[src/csr_defs.svh]
`ifndef CSR_DEFS_SVH
`define CSR_DEFS_SVH

// Datapath and address widths
`define CSR_XLEN    32
`define CSR_ADDR_W  12
`define CSR_TIME_W  64

// Exception cause codes
`define CAUSE_ILLEGAL_INSTR 2
`define CAUSE_ECALL_U       8
`define CAUSE_ECALL_M       11

// Interrupt codes, also the bit positions in mie and mip
`define IRQ_MSI 3
`define IRQ_MTI 7
`define IRQ_MEI 11

// misa layout
//   MXL = 1 (RV32) in bits 31:30
//   I = bit 8, M = bit 12, U = bit 20
`define MISA_VALUE 32'h4010_1100

`endif

[src/csr_pkg.sv]
`include "csr_defs.svh"

package csr_pkg;

    typedef enum logic [1:0] {
        PRIV_U = 2'd0,
        PRIV_M = 2'd3
    } priv_mode_e;

    typedef enum logic [2:0] {
        CMD_NONE  = 3'd0,
        CMD_W     = 3'd1,
        CMD_S     = 3'd2,
        CMD_C     = 3'd3,
        CMD_ECALL = 3'd4,
        CMD_MRET  = 3'd5
    } csr_cmd_e;

    typedef enum logic [`CSR_ADDR_W-1:0] {
        ADDR_MSTATUS   = 12'h300,
        ADDR_MISA      = 12'h301,
        ADDR_MIE       = 12'h304,
        ADDR_MTVEC     = 12'h305,
        ADDR_MSCRATCH  = 12'h340,
        ADDR_MEPC      = 12'h341,
        ADDR_MCAUSE    = 12'h342,
        ADDR_MIP       = 12'h344,
        ADDR_MVENDORID = 12'hf11
    } csr_addr_e;

    // Low two bits of mtvec
    typedef enum logic [1:0] {
        TVEC_DIRECT   = 2'b00,
        TVEC_VECTORED = 2'b01
    } tvec_mode_e;

    typedef enum logic [1:0] {
        ACT_NONE   = 2'd0,
        ACT_WRITE  = 2'd1,
        ACT_TRAP   = 2'd2,
        ACT_RETURN = 2'd3
    } csr_action_e;

    typedef struct packed {
        csr_cmd_e                cmd;
        logic [`CSR_ADDR_W-1:0]  addr;
        logic [`CSR_XLEN-1:0]    operand;
        logic [`CSR_XLEN-1:0]    pc;
    } csr_req_t;

    typedef struct packed {
        logic [`CSR_XLEN-1:0]    rdata;
        logic                    redirect;
        logic                    trap;
        logic [`CSR_XLEN-1:0]    target;
    } csr_rsp_t;

    // Bit 31 of cause marks an interrupt
    typedef struct packed {
        logic [`CSR_XLEN-1:0]    cause;
        logic [`CSR_XLEN-1:0]    epc;
    } trap_info_t;

    typedef struct packed {
        priv_mode_e              mode;
        logic                    mstatus_mie;
        logic                    mie_meie;
        logic                    mie_msie;
        logic                    mie_mtie;
        logic                    mip_meip;
        logic                    mip_msip;
        logic                    mip_mtip;
        logic [`CSR_XLEN-1:0]    mtvec;
        logic [`CSR_XLEN-1:0]    mepc;
    } csr_state_t;

endpackage

[src/csr_access_check.sv]
`timescale 1ns/1ps
`include "csr_defs.svh"

module csr_access_check
    import csr_pkg::*;
(
    input  csr_cmd_e                cmd_i,
    input  logic [`CSR_ADDR_W-1:0]  addr_i,
    input  logic [`CSR_XLEN-1:0]    operand_i,
    input  logic [`CSR_XLEN-1:0]    rdata_i,
    input  priv_mode_e              mode_i,
    output logic                    illegal_o,
    output logic [`CSR_XLEN-1:0]    wdata_o
);

    logic cmd_is_csr;
    logic priv_fail;
    logic read_only;

    assign cmd_is_csr = (cmd_i == CMD_W) || (cmd_i == CMD_S) || (cmd_i == CMD_C);

    // Address bits 9:8 give the lowest mode allowed to touch the CSR
    assign priv_fail = addr_i[9:8] > mode_i;

    // Bits 11:10 == 2'b11 marks the read-only space
    assign read_only = addr_i[11:10] == 2'b11;

    // Every W/S/C is treated as a write, even with a zero operand
    always_comb begin
        illegal_o = 1'b0;
        if (cmd_is_csr) begin
            illegal_o = priv_fail || read_only;
        end else if (cmd_i == CMD_MRET) begin
            illegal_o = mode_i != PRIV_M;
        end
    end

    always_comb begin
        case (cmd_i)
            CMD_W:   wdata_o = operand_i;
            CMD_S:   wdata_o = rdata_i | operand_i;
            CMD_C:   wdata_o = rdata_i & ~operand_i;
            default: wdata_o = '0;
        endcase
    end

    // No request must never look like a faulting instruction
    a_none_is_legal: assert final (cmd_i != CMD_NONE || !illegal_o)
        else $error("illegal flag raised without a command");

endmodule

[src/csr_regfile.sv]
`timescale 1ns/1ps
`include "csr_defs.svh"

module csr_regfile
    import csr_pkg::*;
(
    input  logic                    clk,
    input  logic                    reset_i,
    input  logic [`CSR_ADDR_W-1:0]  addr_i,
    input  logic [`CSR_XLEN-1:0]    wdata_i,
    input  csr_action_e             action_i,
    input  trap_info_t              trap_i,
    input  logic [`CSR_TIME_W-1:0]  mtime_i,
    input  logic [`CSR_TIME_W-1:0]  mtimecmp_i,
    input  logic                    msip_i,
    input  logic                    meip_i,
    output logic [`CSR_XLEN-1:0]    rdata_o,
    output csr_state_t              state_o
);

    priv_mode_e           mode;
    logic                 mstatus_mie;
    logic                 mstatus_mpie;
    priv_mode_e           mstatus_mpp;
    logic                 mie_meie;
    logic                 mie_msie;
    logic                 mie_mtie;
    logic                 mip_meip;
    logic                 mip_msip;
    logic                 mip_mtip;
    logic [`CSR_XLEN-1:0] mtvec;
    logic [`CSR_XLEN-1:0] mscratch;
    logic [`CSR_XLEN-1:0] mepc;
    logic [`CSR_XLEN-1:0] mcause;

    logic [`CSR_XLEN-1:0] mstatus_word;
    logic [`CSR_XLEN-1:0] mie_word;
    logic [`CSR_XLEN-1:0] mip_word;

    // Only MIE, MPIE and MPP exist, the rest reads as zero
    assign mstatus_word = {19'b0, mstatus_mpp, 3'b0, mstatus_mpie, 3'b0, mstatus_mie, 3'b0};

    always_comb begin
        mie_word = '0;
        mie_word[`IRQ_MEI] = mie_meie;
        mie_word[`IRQ_MSI] = mie_msie;
        mie_word[`IRQ_MTI] = mie_mtie;
        mip_word = '0;
        mip_word[`IRQ_MEI] = mip_meip;
        mip_word[`IRQ_MSI] = mip_msip;
        mip_word[`IRQ_MTI] = mip_mtip;
    end

    always_comb begin
        case (addr_i)
            ADDR_MSTATUS:   rdata_o = mstatus_word;
            ADDR_MISA:      rdata_o = `MISA_VALUE;
            ADDR_MIE:       rdata_o = mie_word;
            ADDR_MTVEC:     rdata_o = mtvec;
            ADDR_MSCRATCH:  rdata_o = mscratch;
            ADDR_MEPC:      rdata_o = mepc;
            ADDR_MCAUSE:    rdata_o = mcause;
            ADDR_MIP:       rdata_o = mip_word;
            ADDR_MVENDORID: rdata_o = '0;
            default:        rdata_o = '0;
        endcase
    end

    always_ff @(posedge clk) begin
        if (reset_i) begin
            mode         <= PRIV_M;
            mstatus_mie  <= 1'b0;
            mstatus_mpie <= 1'b0;
            mstatus_mpp  <= PRIV_U;
            mie_meie     <= 1'b0;
            mie_msie     <= 1'b0;
            mie_mtie     <= 1'b0;
            mip_meip     <= 1'b0;
            mip_msip     <= 1'b0;
            mip_mtip     <= 1'b0;
            mtvec        <= '0;
            mscratch     <= '0;
            mepc         <= '0;
            mcause       <= '0;
        end else begin
            // Pending bits mirror the interrupt sources
            mip_meip <= meip_i;
            mip_msip <= msip_i;
            mip_mtip <= mtime_i >= mtimecmp_i;

            case (action_i)
                ACT_WRITE: begin
                    case (addr_i)
                        ADDR_MSTATUS: begin
                            // MPP only holds U or M
                            mstatus_mpp  <= (wdata_i[12:11] == 2'b11) ? PRIV_M : PRIV_U;
                            mstatus_mpie <= wdata_i[7];
                            mstatus_mie  <= wdata_i[3];
                        end
                        ADDR_MIE: begin
                            mie_meie <= wdata_i[`IRQ_MEI];
                            mie_msie <= wdata_i[`IRQ_MSI];
                            mie_mtie <= wdata_i[`IRQ_MTI];
                        end
                        // Mode bit 1 is dropped so only DIRECT and VECTORED remain
                        ADDR_MTVEC:    mtvec    <= {wdata_i[31:2], 1'b0, wdata_i[0]};
                        ADDR_MSCRATCH: mscratch <= wdata_i;
                        ADDR_MEPC:     mepc     <= {wdata_i[31:2], 2'b00};
                        ADDR_MCAUSE:   mcause   <= wdata_i;
                        default: begin
                        end
                    endcase
                end
                ACT_TRAP: begin
                    mepc         <= trap_i.epc;
                    mcause       <= trap_i.cause;
                    mstatus_mpie <= mstatus_mie;
                    mstatus_mie  <= 1'b0;
                    mstatus_mpp  <= mode;
                    mode         <= PRIV_M;
                end
                ACT_RETURN: begin
                    mstatus_mie  <= mstatus_mpie;
                    mode         <= mstatus_mpp;
                    mstatus_mpie <= 1'b1;
                    mstatus_mpp  <= PRIV_U;
                end
                default: begin
                end
            endcase
        end
    end

    always_comb begin
        state_o.mode        = mode;
        state_o.mstatus_mie = mstatus_mie;
        state_o.mie_meie    = mie_meie;
        state_o.mie_msie    = mie_msie;
        state_o.mie_mtie    = mie_mtie;
        state_o.mip_meip    = mip_meip;
        state_o.mip_msip    = mip_msip;
        state_o.mip_mtip    = mip_mtip;
        state_o.mtvec       = mtvec;
        state_o.mepc        = mepc;
    end

    // Traps and returns must never leave the core in an unimplemented mode
    a_mode_legal: assert property (@(posedge clk) disable iff (reset_i)
        mode inside {PRIV_U, PRIV_M})
        else $error("privilege mode left U/M");

endmodule

[src/csr_unit_top.sv]
`timescale 1ns/1ps
`include "csr_defs.svh"

module csr_unit_top
    import csr_pkg::*;
(
    input  logic                    clk,
    input  logic                    reset_i,
    input  logic                    req_valid_i,
    input  csr_req_t                req_i,
    input  logic [`CSR_TIME_W-1:0]  mtime_i,
    input  logic [`CSR_TIME_W-1:0]  mtimecmp_i,
    input  logic                    msip_i,
    input  logic                    meip_i,
    output logic                    rsp_valid_o,
    output csr_rsp_t                rsp_o,
    output priv_mode_e              priv_o
);

    logic [`CSR_XLEN-1:0] rdata;
    logic [`CSR_XLEN-1:0] wdata;
    logic                 illegal;
    csr_state_t           state;
    csr_action_e          action;
    trap_info_t           trap_info;

    csr_access_check u_access (
        .cmd_i     (req_i.cmd),
        .addr_i    (req_i.addr),
        .operand_i (req_i.operand),
        .rdata_i   (rdata),
        .mode_i    (state.mode),
        .illegal_o (illegal),
        .wdata_o   (wdata)
    );

    csr_regfile u_regfile (
        .clk        (clk),
        .reset_i    (reset_i),
        .addr_i     (req_i.addr),
        .wdata_i    (wdata),
        .action_i   (action),
        .trap_i     (trap_info),
        .mtime_i    (mtime_i),
        .mtimecmp_i (mtimecmp_i),
        .msip_i     (msip_i),
        .meip_i     (meip_i),
        .rdata_o    (rdata),
        .state_o    (state)
    );

    trap_control u_trap (
        .clk         (clk),
        .reset_i     (reset_i),
        .req_valid_i (req_valid_i),
        .req_i       (req_i),
        .illegal_i   (illegal),
        .rdata_i     (rdata),
        .state_i     (state),
        .action_o    (action),
        .trap_o      (trap_info),
        .rsp_valid_o (rsp_valid_o),
        .rsp_o       (rsp_o)
    );

    assign priv_o = state.mode;

endmodule

[src/trap_control.sv]
`timescale 1ns/1ps
`include "csr_defs.svh"

module trap_control
    import csr_pkg::*;
(
    input  logic                 clk,
    input  logic                 reset_i,
    input  logic                 req_valid_i,
    input  csr_req_t             req_i,
    input  logic                 illegal_i,
    input  logic [`CSR_XLEN-1:0] rdata_i,
    input  csr_state_t           state_i,
    output csr_action_e          action_o,
    output trap_info_t           trap_o,
    output logic                 rsp_valid_o,
    output csr_rsp_t             rsp_o
);

    logic                 raise_expt;
    logic                 raise_intr;
    logic                 take_trap;
    logic                 global_en;
    logic                 pend_mei;
    logic                 pend_msi;
    logic                 pend_mti;
    logic [`CSR_XLEN-1:0] expt_code;
    logic [`CSR_XLEN-1:0] intr_code;
    logic [`CSR_XLEN-1:0] tvec_base;
    logic [`CSR_XLEN-1:0] trap_target;
    csr_rsp_t             rsp_d;

    assign raise_expt = req_valid_i && (illegal_i || req_i.cmd == CMD_ECALL);

    always_comb begin
        if (illegal_i) begin
            expt_code = `CAUSE_ILLEGAL_INSTR;
        end else if (state_i.mode == PRIV_M) begin
            expt_code = `CAUSE_ECALL_M;
        end else begin
            expt_code = `CAUSE_ECALL_U;
        end
    end

    assign pend_mei  = state_i.mip_meip && state_i.mie_meie;
    assign pend_msi  = state_i.mip_msip && state_i.mie_msie;
    assign pend_mti  = state_i.mip_mtip && state_i.mie_mtie;
    // U-mode can always be preempted by M-level interrupts
    assign global_en = (state_i.mode == PRIV_U) || state_i.mstatus_mie;

    // Exceptions win; the interrupted request is dropped
    assign raise_intr = req_valid_i && !raise_expt && global_en &&
                        (pend_mei || pend_msi || pend_mti);
    assign take_trap  = raise_expt || raise_intr;

    // Fixed priority MEI > MSI > MTI
    always_comb begin
        if (pend_mei) begin
            intr_code = `IRQ_MEI;
        end else if (pend_msi) begin
            intr_code = `IRQ_MSI;
        end else begin
            intr_code = `IRQ_MTI;
        end
    end

    // Vectoring only applies to interrupts
    assign tvec_base   = {state_i.mtvec[31:2], 2'b00};
    assign trap_target = (raise_intr && tvec_mode_e'(state_i.mtvec[1:0]) == TVEC_VECTORED)
                         ? tvec_base + {intr_code[29:0], 2'b00} : tvec_base;

    assign trap_o.cause = raise_intr ? {1'b1, intr_code[30:0]} : expt_code;
    assign trap_o.epc   = req_i.pc;

    always_comb begin
        if (!req_valid_i) begin
            action_o = ACT_NONE;
        end else if (take_trap) begin
            action_o = ACT_TRAP;
        end else if (req_i.cmd == CMD_MRET) begin
            action_o = ACT_RETURN;
        end else if (req_i.cmd inside {CMD_W, CMD_S, CMD_C}) begin
            action_o = ACT_WRITE;
        end else begin
            action_o = ACT_NONE;
        end
    end

    always_comb begin
        rsp_d       = '0;
        rsp_d.rdata = rdata_i;
        if (take_trap) begin
            rsp_d.redirect = 1'b1;
            rsp_d.trap     = 1'b1;
            rsp_d.target   = trap_target;
        end else if (req_i.cmd == CMD_MRET) begin
            rsp_d.redirect = 1'b1;
            rsp_d.target   = state_i.mepc;
        end
    end

    always_ff @(posedge clk) begin
        if (reset_i) begin
            rsp_valid_o <= 1'b0;
        end else begin
            rsp_valid_o <= req_valid_i;
        end
    end

    always_ff @(posedge clk) begin
        if (req_valid_i) begin
            rsp_o <= rsp_d;
        end
    end

    // Idle cycles must leave the register file untouched
    a_idle_no_action: assert property (@(posedge clk) disable iff (reset_i)
        !req_valid_i |-> action_o == ACT_NONE)
        else $error("action issued without a request");

    a_trap_redirects: assert property (@(posedge clk) disable iff (reset_i)
        rsp_valid_o && rsp_o.trap |-> rsp_o.redirect)
        else $error("trap response without redirect");

endmodule

[config.mk]
export PLATFORM = sky130hd
export DESIGN_NAME = csr_unit_top
export DESIGN_NICKNAME = d
export VERILOG_FILES = /design/src/csr_pkg.sv /design/src/csr_access_check.sv /design/src/csr_regfile.sv /design/src/csr_unit_top.sv /design/src/trap_control.sv
export VERILOG_INCLUDE_DIRS = /design/src /design/src/src
export SDC_FILE = /design/constraint.sdc
export NUM_CORES = 1
export LEC_CHECK = 0
export BUFFER_PORTS_ARGS = -buffer_cell sky130_fd_sc_hd__buf_2
export CAP_MARGIN = 20
export CORE_UTILIZATION = 28
export CTS_CLUSTER_SIZE = 24
export DETAILED_ROUTE_END_ITERATION = 8
export HOLD_SLACK_MARGIN = 0.15
export SETUP_SLACK_MARGIN = 0.5
export SYNTH_ARGS = -nofsm -noshare
export SYNTH_HDL_FRONTEND = slang
export SYNTH_SLANG_ARGS = --single-unit
export TNS_END_PERCENT = 10
[constraint.sdc]
create_clock -name clk -period 2.5 [get_ports clk]
set_input_delay 0.25 -clock clk [delete_from_list [all_inputs] [get_ports clk]]
set_output_delay 0.25 -clock clk [all_outputs]
set_load 0.03 [all_outputs]
### Yosys cells after proc, flatten, opt, wreduce, memory -nomap -nowiden

Cells that the tools add are included.

| storage, ports and cells | value |
|---|---|
| register bits after elaboration | 206 |
| input port bits | 212 |
| output and inout port bits | 69 |

| cells by class | value |
|---|---|
| add/sub/neg operators | 1 |
| order comparisons | 2 |
| equal/unequal tests | 23 |
| muxes and demuxes | 30 |
| bitwise gates (word level) | 3 |
| reduce and logical (&&, ||, !) cells | 28 |

Operator list:

| cell | number |
|---|---|
| $pmux 32 s8 | 1 |
| $mux 32 | 7 |
| $pmux 32 s2 | 2 |
| $eq 12x10->1 const B | 8 |
| $pmux 32 s3 | 1 |
| $ge 64x64->1 | 1 |
| $add 32x32->32 | 1 |
| $and 32x32->32 | 1 |
| $not 32->32 | 1 |
| $or 32x32->32 | 1 |
| $mux 31 | 1 |
| $mux 2 | 6 |
| $reduce_and 2->1 | 6 |
| $eq 2x2->1 const B | 5 |
| $logic_and 1x1->1 | 8 |
| $logic_or 1x1->1 | 8 |
| $mux 1 | 7 |
| $eq 3x2->1 const B | 2 |
| $eq 3x3->1 const B | 2 |
| $ne 2x1->1 const B | 3 |
| $pmux 1 s3 | 2 |
| $pmux 2 s3 | 1 |
| $reduce_bool 3->1 | 2 |
| $pmux 2 s2 | 1 |
| 8 further kinds | 9 |

### Depth between registers and ports, before layout

Gate-level depths: netlist (run 1).

| logic depth | value |
|---|---|
| depth after elaboration | 16 |
| depth in mapped cells | 13 |
| gate-level depth less buffers | 9 |

### By module

Synthesis (run 1) repeated with hierarchy kept, for this count alone.

| second synthesis, totals | value |
|---|---|
| cells, all modules | 1507 |
| area, all modules | 12967.4 µm² |

By module, submodules not included:

| module | times used | cells each | area an instance (µm²) | seq. area each (µm²) |
|---|---|---|---|---|
| csr_regfile | 1 | 1023 | 8383.0 | 2782.7 |
| trap_control | 1 | 363 | 3890.0 | 2001.9 |
| csr_access_check | 1 | 121 | 694.4 | 0.0 |

### Worst setup path before layout (run 1)

Ideal clock, no wire load.

| path | value |
|---|---|
| path kind | register to register |
| start | register u_regfile.mode[1] |
| end | register u_trap.rsp_o[26] (netlist name) |
| setup time | 0.261 ns |
| arrival time | 2.528 ns |
| required time | 2.239 ns |
| setup slack | -0.289 ns |
| cell stages (with the launch flop) | 13 |
| period minus slack after synthesis | 2.789 ns |
| cells stage by stage | dfxtp_1 -> inv_1 -> ha_1 -> nor2b_1 -> or3_1 -> clkbuf_1 -> a221o_1 -> buf_2 -> nand2_2 -> inv_2 -> buf_6 -> and3_1 -> a311o_1 |

RTL lines:

| item | RTL line | text |
|---|---|---|
| start, declared | csr_regfile.sv:21 | `priv_mode_e mode;` |
| start signal, assigned | csr_regfile.sv:124 | `mode <= mstatus_mpp;` |

==> results of run 1 <==
[cells in the mapped netlist, types with 9 or more instances]
cell type / n
dfxtp_1: 140
nand2_1: 135
o21ai_0: 115
a21oi_1: 96
inv_1: 89
ha_1: 69
edfxtp_1: 66
nor2_1: 52
clkbuf_1: 49
a22oi_1: 39
nor2b_1: 34
nand3_1: 28
nand4_1: 28
a32oi_1: 27
buf_2: 27
mux2i_1: 25
o21ai_1: 21
a22o_1: 18
and3_1: 17
a221o_1: 15
nor3_1: 15
a222oi_1: 14
nand2b_1: 12
xor2_1: 12
o211ai_1: 11
and2_1: 9
nor4_1: 9
[area by class of cell]
cell class | instances | area (um^2)
Inverter | 92 | 353
Antenna cell | 5 | 12.5
Tap cell | 532 | 666
Clock buffer | 28 | 658
Timing Repair Buffer | 467 | 3220
Fill cell | 4138 | 24500
Clock inverter | 14 | 129
Multi-Input combinational cell | 932 | 6760
Sequential cell | 206 | 4800
[repair_timing]
action                                  CTS  global route
hold buffers                             48             0
resized for setup                        17           188
setup buffers                             7             2
endpoints found under the hold margin    69             0
endpoints found under the setup margin  170           170
pin swaps                                 1            61
[logic make-up after synthesis]
group | synth area share, %
AO/OA/AOI/OAI | 24.6
flip-flops | 40.7
multiplexers | 2.51
adder cells (fa/ha/maj) | 7.34
buffers and inverters | 6.58
AND/OR/NAND/NOR | 16.8
XOR/XNOR | 1.49
[path summary, 6_finish.rpt]
kind	from	to	slack, ns	cells after the start
max	u_regfile.mode[1]	u_trap.rsp_o[11]	0.005	9
min	req_i[46]	u_regfile.mepc[14]	0.15	3
max reg2reg	u_regfile.mode[1]	u_trap.rsp_o[11]	0.005	9
min reg2reg	u_regfile.mscratch[8]	u_regfile.mscratch[8]	0.46	2
[critical path, delay by kind of cell, from the launching register on]
kind,cells,cell delay [ns]
simple gates,4,0.78
compound gates,2,0.77
fa+ha+maj,1,0.22
flops,1,0.35
buf+inv,2,0.11
[power by group through the flow]
stage | clock, mW | sequential, mW | combinational [mW]
floorplan | 0 | 3.74 | 0.543
global placement | 0 | 3.68 | 1.17
detailed placement | 0 | 3.67 | 1.20
CTS | 3.54 | 3.60 | 1.28
global route | 3.66 | 3.61 | 1.46
finish | 3.52 | 3.61 | 1.34
[per-stage QoR]
step | worst slack (ns) | hold WS [ns] | TNS [ns] | util [%] | power, mW
detailed placement | -0.0743 | 0.442 | -0.366 | 35.6 | 4.87
CTS | 0.0645 | 0.152 | 0 | 39.0 | 8.42
global route | -0.0350 | 0.185 | -0.240 | 40.4 | 8.73
global placement | -0.106 | 0.435 | -0.411 | 35.6 | 4.85
finish | 0.00466 | 0.147 | 0 | 40.4 | 8.46
floorplan | -0.0736 | 0.362 | -0.220 | - | 4.28
[routing by layer]
layer  routed length, um  track usage (%)
met5                   0                0
met1               19700             27.0
met4                1540             8.08
met3                3280             2.79
met2               21500             34.7
[sequential cells by signal, summed over array words and instances (netlist names)]
register                cells
u_trap.rsp_o               66
u_regfile.mode              2
u_regfile.mie_mtie          1
u_regfile.mie_meie          1
u_regfile.mtvec            31
u_regfile.mip_mtip          1
u_regfile.mcause           32
u_regfile.mstatus_mpp       2
u_regfile.mepc             32
u_regfile.mscratch         32
u_regfile.mip_msip          1
u_regfile.mie_msie          1
u_trap.rsp_valid_o          1
u_regfile.mstatus_mpie      1
u_regfile.mip_meip          1
u_regfile.mstatus_mie       1
==> reports/metrics.cfg, run 1 <==
[outcome]
status = complete, but fails checks
violations = design-rule violations

[synthesis]
yosys_warnings = 0
ys_types = 82
ys_top_cells_by_area = dfxtp_1, edfxtp_1, ha_1, o21ai_0, nand2_1
syn_inst = 1323
ys.flop_type = dfxtp_1
synth_top_cell_area_share_pct = 23.8
yosysTopAreaCell = dfxtp_1
yosysSeqAreaShare_pct = 40.7
syn_area_um2 = 11800
postSynthAreaPerCell_um2 = 8.89
syn_nets = 1604
synth_edf_count = 66
ys_ff_latch = 206
synthArstFlopShare_pct = 0

[layout]
nets = 2003
most-common-layout-cells = buf_2, dfxtp_1, buf_4
final_common_cell = buf_2
final_layout_size_suffix_gt1_share_pct = 34.8
fin_cells = 2276
syn_to_final_growth_pct = 41.2
design_area_um2 = 16600

[pwr]
p_sw_mw = 2.35
p_int_mw = 6.12
pwr-share-seq_pct = 42.6
combPwrFrac_pct = 15.8
p_per_area_nw_per_um2 = 510
p_clk_share_pct = 41.6
ir_drop_mv = 0.594
switching_share_pct = 27.7
p_leak_nw = 7.03

[timing]
hold_viol_final = 0
fin_crit_sh_pct = 99.8
finalClockSkew_ns = 0.0164
slew_viol_final = 0
fmax_ghz = 0.401
worstMarginPinSlew_ns = 0.749
relSlewSlack_pct = 49.6
period_minus_slack_ns = 2.50
grt_setup_unrepaired = true
setup_violations = 0

[route]
drt_pre_antenna_iters = 7
wl_um = 46000
vias = 12300
drc = 18
final_antenna_net_count = 0
vias_per_cell = 5.39
detail_route.wl_per_cell_um = 20.2
drtIter0Drc = 1095

[setup_path]
crit_chain = inv_2 -> ha_4 -> nor2b_4 -> or3_1 -> a221o_1 -> nand2_4 -> inv_8 -> and3_1 -> a311o_1
crit_path_max_incr_delay_ns = 0.46
worst_setup_path_start_kind = flop
critPathKind = flop to flop
cp_max_fo = 10
cp_data_required_time_ns = 2.77
slowest_stage = a221o_1
crit_path_end_kind = flop
critical_path_arrival_ns = 2.77

[global_route]
grt_max_degree = 49
grt_usage_pct = 20.8
grt_pass1_vias = 11900
grt_overflow_total = 0
grt_pass1_wl_um = 68100
grt_antenna_before_repair = 7

[place]
placedCellCount = 2172
routabilityCongestion = 0.932
dpl_cell_area_um2 = 14600
dpl.hpwl_um = 34200
port_buffers = 280

[die]
die_width_um = 207
ios = 281
die_h_um = 207
rows = 74
initial_core_util_pct = 28.6
core_area_um2 = 41100
die-area_um2 = 42800

[clocking]
cts_buffers = 23
cts_sinks = 206
clock_path_buffers = 3
path_clk_slew_ns = 0.06
cts-root-buf = clkbuf_16
ctsHtreeMaxLevel = 1
clk_latency_ns = 0.54
cts_tree = done

[flow_run]
maxCapViolCount = 0

[worst_hold_path]
hold_class = input pin to flop

Note: power is estimated with default switching activity, not from simulation.
==> run 2: changes to the inputs <==
--- a/config.mk
+++ b/config.mk
@@ -6,6 +6,7 @@
 export SDC_FILE = /design/constraint.sdc
 export NUM_CORES = 1
 export LEC_CHECK = 0
+export ABC_AREA = 1
 export BUFFER_PORTS_ARGS = -buffer_cell sky130_fd_sc_hd__buf_2
 export CAP_MARGIN = 20
 export CORE_UTILIZATION = 28
==> run 2 against run 1 <==
The flow now finishes without violations. Non-clock buffer count decreased by 57. Global-route usage increased by 0.40 points. Sequential share of layout area decreased by 2.0 points. Area after synthesis increased by 15%. Worst setup slack improved by 0.32 ns. Critical path depth increased by 7. Combinational power decreased by 7%. Via count increased by 21%. Count of clock-buffer cells in the layout increased by 4. Critical endpoint is now u_regfile.mstatus_mpp[1].
==> reports/metrics.cfg, run 2 <==
[synthesis]
synthArstFlopShare_pct = 0
postSynthAreaPerCell_um2 = 6.45
ys_types = 43
yosysTopAreaCell = dfxtp_1
ys_top_cells_by_area = dfxtp_1, nand2_1, edfxtp_1, nor2_1, inv_1
synth_top_cell_area_share_pct = 20.7
yosys.cell_count.top_type = nand2_1
synth_common_cells = nand2_1, nor2_1, inv_1
syn_area_um2 = 13500
syn_nets = 2377
yosysSeqAreaShare_pct = 35.4
synth_edf_count = 66
yosys_warnings = 0
syn_inst = 2096
ys.flop_type = dfxtp_1
ys_ff_latch = 206

[global_route]
grt_pass1_wl_um = 81300
grt_pass1_vias = 14500
grt_antenna_before_repair = 10
grt_max_degree = 63
grt_overflow_total = 0
grt_usage_pct = 21.2

[timing]
worstMarginPinSlew_ns = 0.911
hold_viol_final = 0
fin_ws_ns = 0.326
setup_tns_ns = 0
slew_viol_final = 0
relSlewSlack_pct = 39.3
grt_setup_unrepaired = true
fmax_ghz = 0.460
fin_crit_sh_pct = 86.9
holdWs_ns = 0.157
finalClockSkew_ns = 0.0242
period_minus_slack_ns = 2.17
setup_violations = 0

[setup_path]
critPathKind = flop to flop
regToRegSetupSlack_ns = 0.33
critical_path_arrival_ns = 2.64
rr_endpoint = u_regfile.mstatus_mpp[1]
worstReg2RegStart = u_regfile.mode[1]
cp_max_fo = 2
cp_data_required_time_ns = 2.97
crit_path_end_kind = flop
crit_path_end = u_regfile.mstatus_mpp[1]
worst_setup_path_start_kind = flop
rr_worst_depth = 16
worstSetupStartpoint = u_regfile.mode[1]

[route]
final_antenna_net_count = 0
vias = 14900
detail_route.wl_per_cell_um = 17.4
wl_um = 53700
drc = 0
drt_pre_antenna_iters = 8
vias_per_cell = 4.83
drtIter0Drc = 1229

[layout]
final_layout_size_suffix_gt1_share_pct = 20.7
largest-register = u_trap.rsp_o
nets = 2727
syn_to_final_growth_pct = 31.5
largest_reg_flops = 66
seqCellArea_um2 = 4790
most-common-layout-cells = nand2_1, nor2_1, buf_2
multi_input_area_um2 = 7520
fillerInstances = 5083
final_common_cell = nand2_1

[die]
initial_core_util_pct = 28.4
rows = 80
core_area_um2 = 47600
die_width_um = 222
ios = 281
die_h_um = 222
die-area_um2 = 49200

[clocking]
cts_sinks = 206
clk_latency_ns = 0.56
ctsHtreeMaxLevel = 1
cts_tree = done
cts-root-buf = clkbuf_16
path_clk_slew_ns = 0.06
clock_path_buffers = 3
cts_buffers = 24

[place]
port_buffers = 280
routabilityCongestion = 0.944
place_ws_ns = 0.0950
dpl.hpwl_um = 38800

[pwr]
switching_share_pct = 28.6
combPwrFrac_pct = 14.7
p_clk_share_pct = 42.4
p_per_area_nw_per_um2 = 474
p_sw_mw = 2.41
p_int_mw = 6.02
pwr-share-seq_pct = 42.9
ir_drop_mv = 0.565
p_leak_nw = 9.20

[worst_hold_path]
hold_class = input pin to flop

[flow_run]
maxCapViolCount = 0

[outcome]
status = finished, final reports clean

-- run 2: metrics by stage --
step	cell area (um^2)	utilization (%)	power (mW)	std cells
after global routing	17800	37.3	8.75	3082
final	17800	37.3	8.44	3082
after global placement	15800	33.2	4.80	2957
after CTS	17500	36.7	8.44	3069
after floorplan	13500	-	4.30	2096
after detailed placement	15800	33.2	4.83	2957
-- run 2: worst max-delay path: stages, from the launching register on --
cell and delay, ns:
dfxtp_2 0.34, inv_2 0.05, buf_4 0.12, buf_4 0.12
buf_4 0.12, buf_4 0.12, buf_4 0.12, buf_4 0.12
buf_4 0.12, buf_4 0.12, buf_4 0.13, buf_6 0.11
buf_4 0.12, buf_4 0.13, nor2_2 0.08, nor2_1 0.04
a21oi_1 0.14
-- run 2: cell type report --
cell class / count / area share, %
clock buffers: 32 / 3.78
inverters: 269 / 5.72
well taps: 615 / 4.33
clock inverters: 12 / 0.591
flip-flops and latches: 206 / 26.9
multi-input cells: 1535 / 42.3
repair buffers: 410 / 16.3
diodes: 3 / 0.0422
-- run 2: worst min-delay path by stage --
| stage | from | to | slack, ns | cells past startpoint |
|---|---|---|---|---|
| after global placement | u_regfile.mcause[28] | u_regfile.mcause[28] | 0.45 | 2 |
| final | req_i[60] | u_regfile.mepc[28] | 0.16 | 5 |
| after CTS | req_i[59] | u_regfile.mepc[27] | 0.15 | 5 |
| after detailed placement | u_regfile.mcause[17] | u_regfile.mcause[17] | 0.46 | 2 |
| after floorplan | meip_i | u_regfile.mip_meip | 0.36 | 2 |
| after global routing | req_i[37] | u_regfile.mepc[5] | 0.20 | 5 |
-- run 2: repair_timing --
item / in CTS / in global routing
setup endpoints to repair: 167 / 169
gates cloned: 5 / 4
hold buffers: 42 / 0
buffers inserted: 21 / 6
resized for setup: 62 / 56
pin swaps: 19 / 27
hold endpoints to repair: 47 / 0
-- run 2: power groups by stage --
| stage | sequential, mW | clock, mW | combinational, mW |
|---|---|---|---|
| 2_1_floorplan | 3.75 | 0 | 0.555 |
| 3_3_place_gp | 3.69 | 0 | 1.11 |
| 3_5_place_dp | 3.69 | 0 | 1.14 |
| 4_1_cts | 3.62 | 3.61 | 1.21 |
| 5_1_grt | 3.63 | 3.76 | 1.37 |
| 6_report | 3.62 | 3.58 | 1.24 |
-- run 2: layer usage --
metal  track usage [%]  routed length, um  vias up
met5                 0                 92        -
met4              7.73               1780       14
met3              4.20               4380      106
met2              36.0              25000      611
met1              26.4              22400     6834
li1                  -                  -     7312
-- run 2: cell families (layout without fill, tap and decap cells) --
group | after synthesis | count (layout) | synth area share (%)
adder cells (fa/ha/maj) | 69 | 69 | 6.38
AO/OA/AOI/OAI | 256 | 256 | 10.2
AND/OR/NAND/NOR | 1190 | 1190 | 35.9
buffers and inverters | 355 | 723 | 10.8
XOR/XNOR | 20 | 20 | 1.29
flip-flops | 206 | 206 | 35.4
other | 0 | 3 | 0
